[config.mk]
export PLATFORM = sky130hd
export DESIGN_NAME = gpio_top
export DESIGN_NICKNAME = d
export VERILOG_FILES = /design/src/source/gpio_pkg.sv /design/src/source/gpio_ctrl_if.sv /design/src/source/gpio_pad_sync.sv /design/src/source/gpio_regs.sv /design/src/source/gpio_irq.sv /design/src/source/gpio_top.sv
export VERILOG_INCLUDE_DIRS = /design/src /design/src/source
export SDC_FILE = /design/constraint.sdc
export NUM_CORES = 1
export LEC_CHECK = 0
export BUFFER_PORTS_ARGS = -buffer_cell sky130_fd_sc_hd__buf_2
export CAP_MARGIN = 20
export CORE_UTILIZATION = 50
export CTS_CLUSTER_DIAMETER = 80
export DETAILED_ROUTE_END_ITERATION = 10
export PLACE_DENSITY = 0.72
export SETUP_SLACK_MARGIN = 0.2
export SYNTH_ARGS = -nofsm -noshare
export SYNTH_HDL_FRONTEND = slang
export SYNTH_SLANG_ARGS = --single-unit
export TNS_END_PERCENT = 20
[constraint.sdc]
create_clock -name seq -period 3.4 [get_ports seq]
set_input_delay 0.34 -clock seq [delete_from_list [all_inputs] [get_ports seq]]
set_output_delay 0.34 -clock seq [all_outputs]
set_load 0.03 [all_outputs]
[src/source/gpio_defines.svh]
`ifndef GPIO_DEFINES_SVH
`define GPIO_DEFINES_SVH

// Pin count, at most DATA_WIDTH so two FSR words hold two bits per pin
`define GPIO_WIDTH 16

// APB bus geometry
`define DATA_WIDTH 32
`define ADDR_WIDTH 12

// Flops per pin in the input synchronizer
`define SYNC_STAGES 2

`endif

[src/source/gpio_pkg.sv]
`default_nettype none

`include "gpio_defines.svh"

package gpio_pkg;

    typedef logic [`DATA_WIDTH-1:0]     data_t;
    typedef logic [`ADDR_WIDTH-1:0]     addr_t;
    typedef logic [`DATA_WIDTH/8-1:0]   strb_t;
    typedef logic [`GPIO_WIDTH-1:0]     gpio_t;
    typedef logic [2*`GPIO_WIDTH-1:0]   func_t;

    // Word index, byte address dropped by the byte offset bits
    typedef enum logic [`ADDR_WIDTH-$clog2(`DATA_WIDTH/8)-1:0] {
        REG_IDR    = 0,
        REG_ODR    = 1,
        REG_MODER  = 2,
        REG_OTYPER = 3,
        REG_FSR0   = 4,
        REG_FSR1   = 5,
        REG_IER    = 6
    } reg_index_e;

endpackage

`default_nettype wire

[src/source/gpio_ctrl_if.sv]
`timescale 1ns/1ps
`default_nettype none

interface gpio_ctrl_if (
    input wire logic seq
);

    gpio_pkg::gpio_t idr;     // Synchronized pin levels
    gpio_pkg::gpio_t odr;
    gpio_pkg::gpio_t moder;
    gpio_pkg::gpio_t otyper;
    gpio_pkg::gpio_t ier;     // Interrupt enables
    logic            paused;  // Request and acknowledge both high

    modport sync (input seq, output idr);

    modport regs (
        input  seq,
        input  idr,
        output odr, moder, otyper, ier, paused
    );

    modport irq (input seq, input idr, ier, paused);

endinterface

`default_nettype wire

[src/source/gpio_pad_sync.sv]
`timescale 1ns/1ps
`default_nettype none

`include "gpio_defines.svh"

module gpio_pad_sync (
    input  wire logic             seq,
    input  wire logic             rst,
    input  wire gpio_pkg::gpio_t  pin_in,
    gpio_ctrl_if.sync             ctrl
);

    // One row of flops per synchronizer stage, all pins side by side
    gpio_pkg::gpio_t sync_q [`SYNC_STAGES];

    always_ff @(posedge seq) begin
        if (rst) begin
            for (int s = 0; s < `SYNC_STAGES; s++) begin
                sync_q[s] <= '0;
            end
        end else begin
            sync_q[0] <= pin_in;  // May go metastable
            for (int s = 1; s < `SYNC_STAGES; s++) begin
                sync_q[s] <= sync_q[s-1];
            end
        end
    end

    // Only the settled last stage reaches the register stage
    assign ctrl.idr = sync_q[`SYNC_STAGES-1];

endmodule

`default_nettype wire

[src/source/gpio_regs.sv]
`timescale 1ns/1ps
`default_nettype none

`include "gpio_defines.svh"

module gpio_regs (
    input  wire logic             seq,
    input  wire logic             rst,

    input  wire gpio_pkg::addr_t  paddr,
    input  wire logic             psel,
    input  wire logic             penable,
    input  wire logic             pwrite,
    input  wire gpio_pkg::data_t  pwdata,
    input  wire gpio_pkg::strb_t  pstrb,
    output logic                  pready,
    output gpio_pkg::data_t       prdata,
    output logic                  pslverr,

    input  wire logic             pause_req,
    output logic                  pause_ack,

    output gpio_pkg::func_t       func,
    gpio_ctrl_if.regs             ctrl
);

    localparam int OFFSET_BITS = $clog2(`DATA_WIDTH/8);

    gpio_pkg::gpio_t odr_q;
    gpio_pkg::gpio_t moder_q;
    gpio_pkg::gpio_t otyper_q;
    gpio_pkg::data_t fsr0_q;
    gpio_pkg::data_t fsr1_q;
    gpio_pkg::gpio_t ier_q;

    gpio_pkg::reg_index_e index;
    gpio_pkg::data_t      mask;      // Byte strobes widened to bits
    gpio_pkg::data_t      rd_data;
    logic                 acc_err;
    logic                 paused;
    logic [2*`DATA_WIDTH-1:0] fsr_cat;

    // New value takes pwdata where strobed, old value elsewhere
    function automatic gpio_pkg::data_t merge(input gpio_pkg::data_t old_word);
        merge = (pwdata & mask) | (old_word & ~mask);
    endfunction

    assign index  = gpio_pkg::reg_index_e'(paddr[`ADDR_WIDTH-1:OFFSET_BITS]);
    assign paused = pause_req && pause_ack;

    always_comb begin
        for (int b = 0; b < `DATA_WIDTH/8; b++) begin
            mask[b*8 +: 8] = pstrb[b] ? 8'hff : 8'h00;
        end
    end

    // Read mux and error decode for the addressed word
    always_comb begin
        rd_data = '0;
        acc_err = 1'b0;
        case (index)
            gpio_pkg::REG_IDR:    begin
                rd_data = gpio_pkg::data_t'(ctrl.idr);
                acc_err = pwrite;  // Read only
            end
            gpio_pkg::REG_ODR:    rd_data = gpio_pkg::data_t'(odr_q);
            gpio_pkg::REG_MODER:  rd_data = gpio_pkg::data_t'(moder_q);
            gpio_pkg::REG_OTYPER: rd_data = gpio_pkg::data_t'(otyper_q);
            gpio_pkg::REG_FSR0:   rd_data = fsr0_q;
            gpio_pkg::REG_FSR1:   rd_data = fsr1_q;
            gpio_pkg::REG_IER:    rd_data = gpio_pkg::data_t'(ier_q);
            default:              acc_err = 1'b1;
        endcase
    end

    always_ff @(posedge seq) begin
        if (rst) begin
            odr_q     <= '0;
            moder_q   <= '0;
            otyper_q  <= '0;
            fsr0_q    <= '0;
            fsr1_q    <= '0;
            ier_q     <= '0;
            prdata    <= '0;
            pready    <= 1'b0;
            pslverr   <= 1'b0;
            pause_ack <= 1'b1;  // Comes out of reset paused
        end else if (!paused) begin
            if (!pause_req && psel && !pready) begin
                // Pending access, answer on this edge
                pready  <= 1'b1;
                pslverr <= acc_err;
                if (!pwrite && !acc_err) begin
                    prdata <= rd_data;
                end
                if (pwrite && !acc_err) begin
                    case (index)
                        gpio_pkg::REG_ODR:    odr_q    <= gpio_pkg::gpio_t'(merge(rd_data));
                        gpio_pkg::REG_MODER:  moder_q  <= gpio_pkg::gpio_t'(merge(rd_data));
                        gpio_pkg::REG_OTYPER: otyper_q <= gpio_pkg::gpio_t'(merge(rd_data));
                        gpio_pkg::REG_FSR0:   fsr0_q   <= merge(rd_data);
                        gpio_pkg::REG_FSR1:   fsr1_q   <= merge(rd_data);
                        gpio_pkg::REG_IER:    ier_q    <= gpio_pkg::gpio_t'(merge(rd_data));
                        default: ;
                    endcase
                end
            end else if (!pause_ack && psel && penable && pready) begin
                prdata  <= '0;  // Access done, back to idle
                pready  <= 1'b0;
                pslverr <= 1'b0;
            end else if (pause_req && !pause_ack) begin
                // Enter pause, every access now ends in an error
                pause_ack <= 1'b1;
                prdata    <= '0;
                pready    <= 1'b1;
                pslverr   <= 1'b1;
            end else if (!pause_req && pause_ack) begin
                pause_ack <= 1'b0;  // Resume
                prdata    <= '0;
                pready    <= 1'b0;
                pslverr   <= 1'b0;
            end
        end
    end

    // Pin i takes bits 2i and 2i+1 of the FSR pair
    assign fsr_cat = {fsr1_q, fsr0_q};
    assign func    = fsr_cat[2*`GPIO_WIDTH-1:0];

    assign ctrl.odr    = odr_q;
    assign ctrl.moder  = moder_q;
    assign ctrl.otyper = otyper_q;
    assign ctrl.ier    = ier_q;
    assign ctrl.paused = paused;

endmodule

`default_nettype wire

[src/source/gpio_irq.sv]
`timescale 1ns/1ps
`default_nettype none

module gpio_irq (
    input  wire logic  seq,
    input  wire logic  rst,
    output logic       irq,
    gpio_ctrl_if.irq   ctrl
);

    logic irq_d;

    // Level request from any enabled pin that is high
    assign irq_d = |(ctrl.ier & ctrl.idr);

    always_ff @(posedge seq) begin
        if (rst) begin
            irq <= 1'b0;
        end else if (ctrl.paused) begin
            irq <= 1'b0;  // Masked while frozen
        end else begin
            irq <= irq_d;
        end
    end

endmodule

`default_nettype wire

[src/source/gpio_top.sv]
`timescale 1ns/1ps
`default_nettype none

module gpio_top (
    input  wire logic             seq,
    input  wire logic             rst,

    // APB completer
    input  wire gpio_pkg::addr_t  paddr,
    input  wire logic             psel,
    input  wire logic             penable,
    input  wire logic             pwrite,
    input  wire gpio_pkg::data_t  pwdata,
    input  wire gpio_pkg::strb_t  pstrb,
    output logic                  pready,
    output gpio_pkg::data_t       prdata,
    output logic                  pslverr,

    input  wire logic             pause_req,
    output logic                  pause_ack,

    // Pin side
    input  wire gpio_pkg::gpio_t  pin_in,
    output gpio_pkg::gpio_t       pin_out,
    output gpio_pkg::gpio_t       pin_mode,
    output gpio_pkg::gpio_t       pin_otype,
    output gpio_pkg::func_t       func,
    output logic                  irq
);

    gpio_ctrl_if ctrl (.seq(seq));

    gpio_pad_sync u_sync (
        .seq    (seq),
        .rst    (rst),
        .pin_in (pin_in),
        .ctrl   (ctrl.sync)
    );

    gpio_regs u_regs (
        .seq       (seq),
        .rst       (rst),
        .paddr     (paddr),
        .psel      (psel),
        .penable   (penable),
        .pwrite    (pwrite),
        .pwdata    (pwdata),
        .pstrb     (pstrb),
        .pready    (pready),
        .prdata    (prdata),
        .pslverr   (pslverr),
        .pause_req (pause_req),
        .pause_ack (pause_ack),
        .func      (func),
        .ctrl      (ctrl.regs)
    );

    gpio_irq u_irq (
        .seq  (seq),
        .rst  (rst),
        .irq  (irq),
        .ctrl (ctrl.irq)
    );

    // Pad controls leave as plain levels
    assign pin_out   = ctrl.odr;
    assign pin_mode  = ctrl.moder;
    assign pin_otype = ctrl.otyper;

endmodule

`default_nettype wire

==> impl_metrics.csv <==
group,metric,value,unit
yosys,yosys_warnings,0,
cells_and_area,fillCellCount,1461,
die,rows,47,
cells_and_area,ff_latch_area,3920,um^2
timing,fmax,0.375,GHz
power_and_ir_drop,pwr-share-comb,8.1,%
drt,wl_met3,1650,um
cts,hold_buffers,0,
timing,setup_viol,0,
timing,slew_violations,0,
cells_and_area,synthToLayoutAreaGrowth,19.8,%
cells_and_area,multiInputGateArea,4120,um^2
cts,cts_tree,"built",
cells_and_area,nets,1172,
drt,firstDrtPassIters,5,
worst_setup_path,crit_fanout,14,
yosys,synth_edf_count,0,
worst_setup_path,worstPathRequired,3.74,ns
die,start_util,51.0,%
timing,fin_crit_sh,78.5,%
drt,viasPerCell,5.65,
drt,drt-met1-wl,11200,um
placement,placed_area,9510,um^2
timing,finalClockSkew,0.00943,ns
cts,clkSlewWorstSetupHoldPaths,0.08,ns
yosys,synth-seq-area-share,46.3,%
die,io_pins,186,
grt,grt_pass1_wl,37900,um
power_and_ir_drop,p_per_area,478,nW/um^2
timing,fin_hold_ws,0.101,ns
power_and_ir_drop,p_int,3.59,mW
power_and_ir_drop,p_sw,1.26,mW
yosys,synth-xor-area-share,0,%
yosys,synth.avg_cell_area,8.95,um^2
die,design.core.area,16600,um^2
grt,antenna_found_initial,2,
power_and_ir_drop,total_power,4.85,mW
power_and_ir_drop,seq_power_share,48.2,%
worst_setup_path,reg2reg_slack,0.73,ns
drt,ant_nets,0,
power_and_ir_drop,swShare,26.0,%
power_and_ir_drop,clkPwrFrac,43.8,%
timing,fin_crit,2.67,ns
cells_and_area,drive_gt1_share,24.9,%
grt,grt_pass1_vias,6807,
die,die_w,132,um
hold_path,hold_path_class,"primary input to flop",
grt,grt_usage,28.0,%
yosys,synth_cells,946,
worst_setup_path,crit_path_start_kind,"flop",
drt,routed_wl,24100,um
cts,root_buffer,"clkbuf_16",
yosys,ys.flop_type,"dfxtp_1",
placement,place_congestion,0.940,
yosys,synth-simple-area-share,21.8,%
timing,finalHoldViolations,0,
cts,cts_buffer_depth,2,
yosys,yosys.area_share.adder,0.296,%
drt,remaining_drc_errors,0,
status,outcome,"completed",
grt,grt_max_degree,144,
drt,routedWlPerCell,18.0,um
cts,cts_made_buffers,17,
placement,io_buffers,183,
cells_and_area,design_area,10100,um^2
timing,relSlewSlack,31.2,%
job,cap_viol_max_count,0,
grt,overflow,0,
yosys,synthArstFlopShare,0,%
yosys,synth_top_family_by_area,"simple AND/OR/NAND/NOR gates",
yosys,synth_area,8470,um^2
worst_setup_path,crit_arrival,3.01,ns
yosys,synth.distinct_cells,56,
worst_setup_path,path_class,"flop to flop",
cts,post_cts_resized,0,
die,design.die.area,17500,um^2
drt,highest_layer,"met4",
yosys,yosys_register_bits,196,
timing,rsz0062_at_grt,"no",
yosys,syn-num-nets,1018,
placement,hpwl,17000,um
cts,cts_setup_buffers,0,
cts,cts.sinks,196,
yosys,muxShareOfSynthArea,6.71,%
worst_setup_path,crit_path_end_kind,"flop",
cts,htree_levels,4,
placement,placed_cells,1301,
yosys,synth_compound_area_share,19.7,%
timing,tns,0,ns
die,die_y,132,um
drt,wl_met2,10700,um
power_and_ir_drop,p_leak,4.30,nW
cells_and_area,final_cells,1335,
drt,drt_iter0_drc,695,
timing,tightest_slew,1.03,ns
power_and_ir_drop,ir_worst_vdd,384,uV
cts,clkLatencyLatePin,0.44,ns
drt,vias,7542,
cell usage in the layout (no fill, tap or decap), types with 8 or more instances in the layout:
master	n
dfxtp_1	196
buf_4	24
a31oi_1	8
a221oi_1	11
clkbuf_16	17
nand2_1	98
a21oi_1	33
nand3_1	8
nor3_1	55
a211oi_1	35
mux2i_1	50
nor2b_1	42
inv_1	17
o21ai_0	24
a22o_1	26
o2bb2ai_1	19
o221a_2	11
buf_2	182
nor2_1	164
registers in the layout, summed over array words and instances (netlist names):
register	count
u_regs.fsr1_q	32
u_regs.ctrl.odr	16
u_regs.pslverr	1
u_regs.pause_ack	1
u_irq.irq	1
u_regs.ctrl.ier	16
u_regs.ctrl.otyper	16
u_regs.func	32
u_sync.sync_q	32
u_regs.ctrl.moder	16
u_regs.pready	1
u_regs.prdata	32
path summary, 6_finish.rpt:
check	startpoint	to	depth (start not counted)
worst max-delay path	u_regs.pause_ack	u_regs.ctrl.moder[10]	7
worst min-delay path	pin_in[11]	u_sync.sync_q[0][11]	2
worst max register to register	u_regs.pause_ack	u_regs.ctrl.moder[10]	7
worst min register to register	u_sync.sync_q[0][13]	u_sync.sync_q[0][29]	1
layer usage:
metal	up-vias	GRT usage, %
met4	0	9.11
met1	3568	41.0
li1	3647	-
met5	-	0
met3	35	5.34
met2	292	41.2
cells by family (layout without fill, tap and decap cells):
logic type,count (synthesis),in the layout
simple gates,403,403
buf+inv,90,257
flops,196,196
mux,55,55
compound gates,200,200
fa+ha+maj,2,2
other cells,0,2
through the flow:
stage / setup slack [ns] / util, %
after floorplan: 1.06 / -
after global placement: 0.740 / 57.3
after detailed placement: 0.627 / 57.3
after CTS: 0.763 / 61.1
after global routing: 0.533 / 61.2
final: 0.730 / 61.2
area by class of cell:
| type | count | area share (%) |
|---|---|---|
| inverter | 17 | 0.629 |
| multi-input combinational | 660 | 40.6 |
| sequential | 196 | 38.7 |
| timing repair buffer | 208 | 11.2 |
| antenna | 2 | 0.0493 |
| clock buffer | 17 | 4.19 |
| clock inverter | 15 | 2.00 |
| tap | 220 | 2.71 |
critical path, stage by stage, from the launching register on:
cell	delay [ns]
dfxtp_1	0.35
ha_1	0.30
nor4bb_1	0.50
and4b_1	0.45
and3_1	0.48
buf_12	0.20
nor2_1	0.04
a211oi_1	0.24
power by group through the flow:
| stage | clock, mW | combinational (mW) | sequential, mW |
|---|---|---|---|
| floorplan | 0 | 0.252 | 2.39 |
| global placement | 0 | 0.379 | 2.39 |
| detailed placement | 0 | 0.382 | 2.39 |
| CTS | 2.15 | 0.384 | 2.34 |
| global route | 2.25 | 0.419 | 2.34 |
| finish | 2.12 | 0.390 | 2.34 |
synthesized netlist by cell type (10+ instances only):
| library cell | count | area share [%] |
|---|---|---|
| a22o_1 | 26 | 2.7 |
| clkbuf_1 | 30 | 1.3 |
| a21oi_1 | 33 | 2.0 |
| inv_1 | 17 | 0.75 |
| a221oi_1 | 11 | 1.1 |
| o2bb2ai_1 | 19 | 2.0 |
| nor2_1 | 165 | 7.3 |
| dfxtp_1 | 196 | 46 |
| a211oi_1 | 35 | 3.1 |
| nor3_1 | 55 | 3.3 |
| o221a_2 | 11 | 1.5 |
| mux2i_1 | 50 | 5.9 |
| buf_2 | 23 | 1.4 |
| nor2b_1 | 42 | 3.1 |
| buf_4 | 10 | 0.89 |
| nand2_1 | 98 | 4.3 |
| o21ai_0 | 24 | 1.4 |
Note: power is estimated with default switching activity, not from simulation.
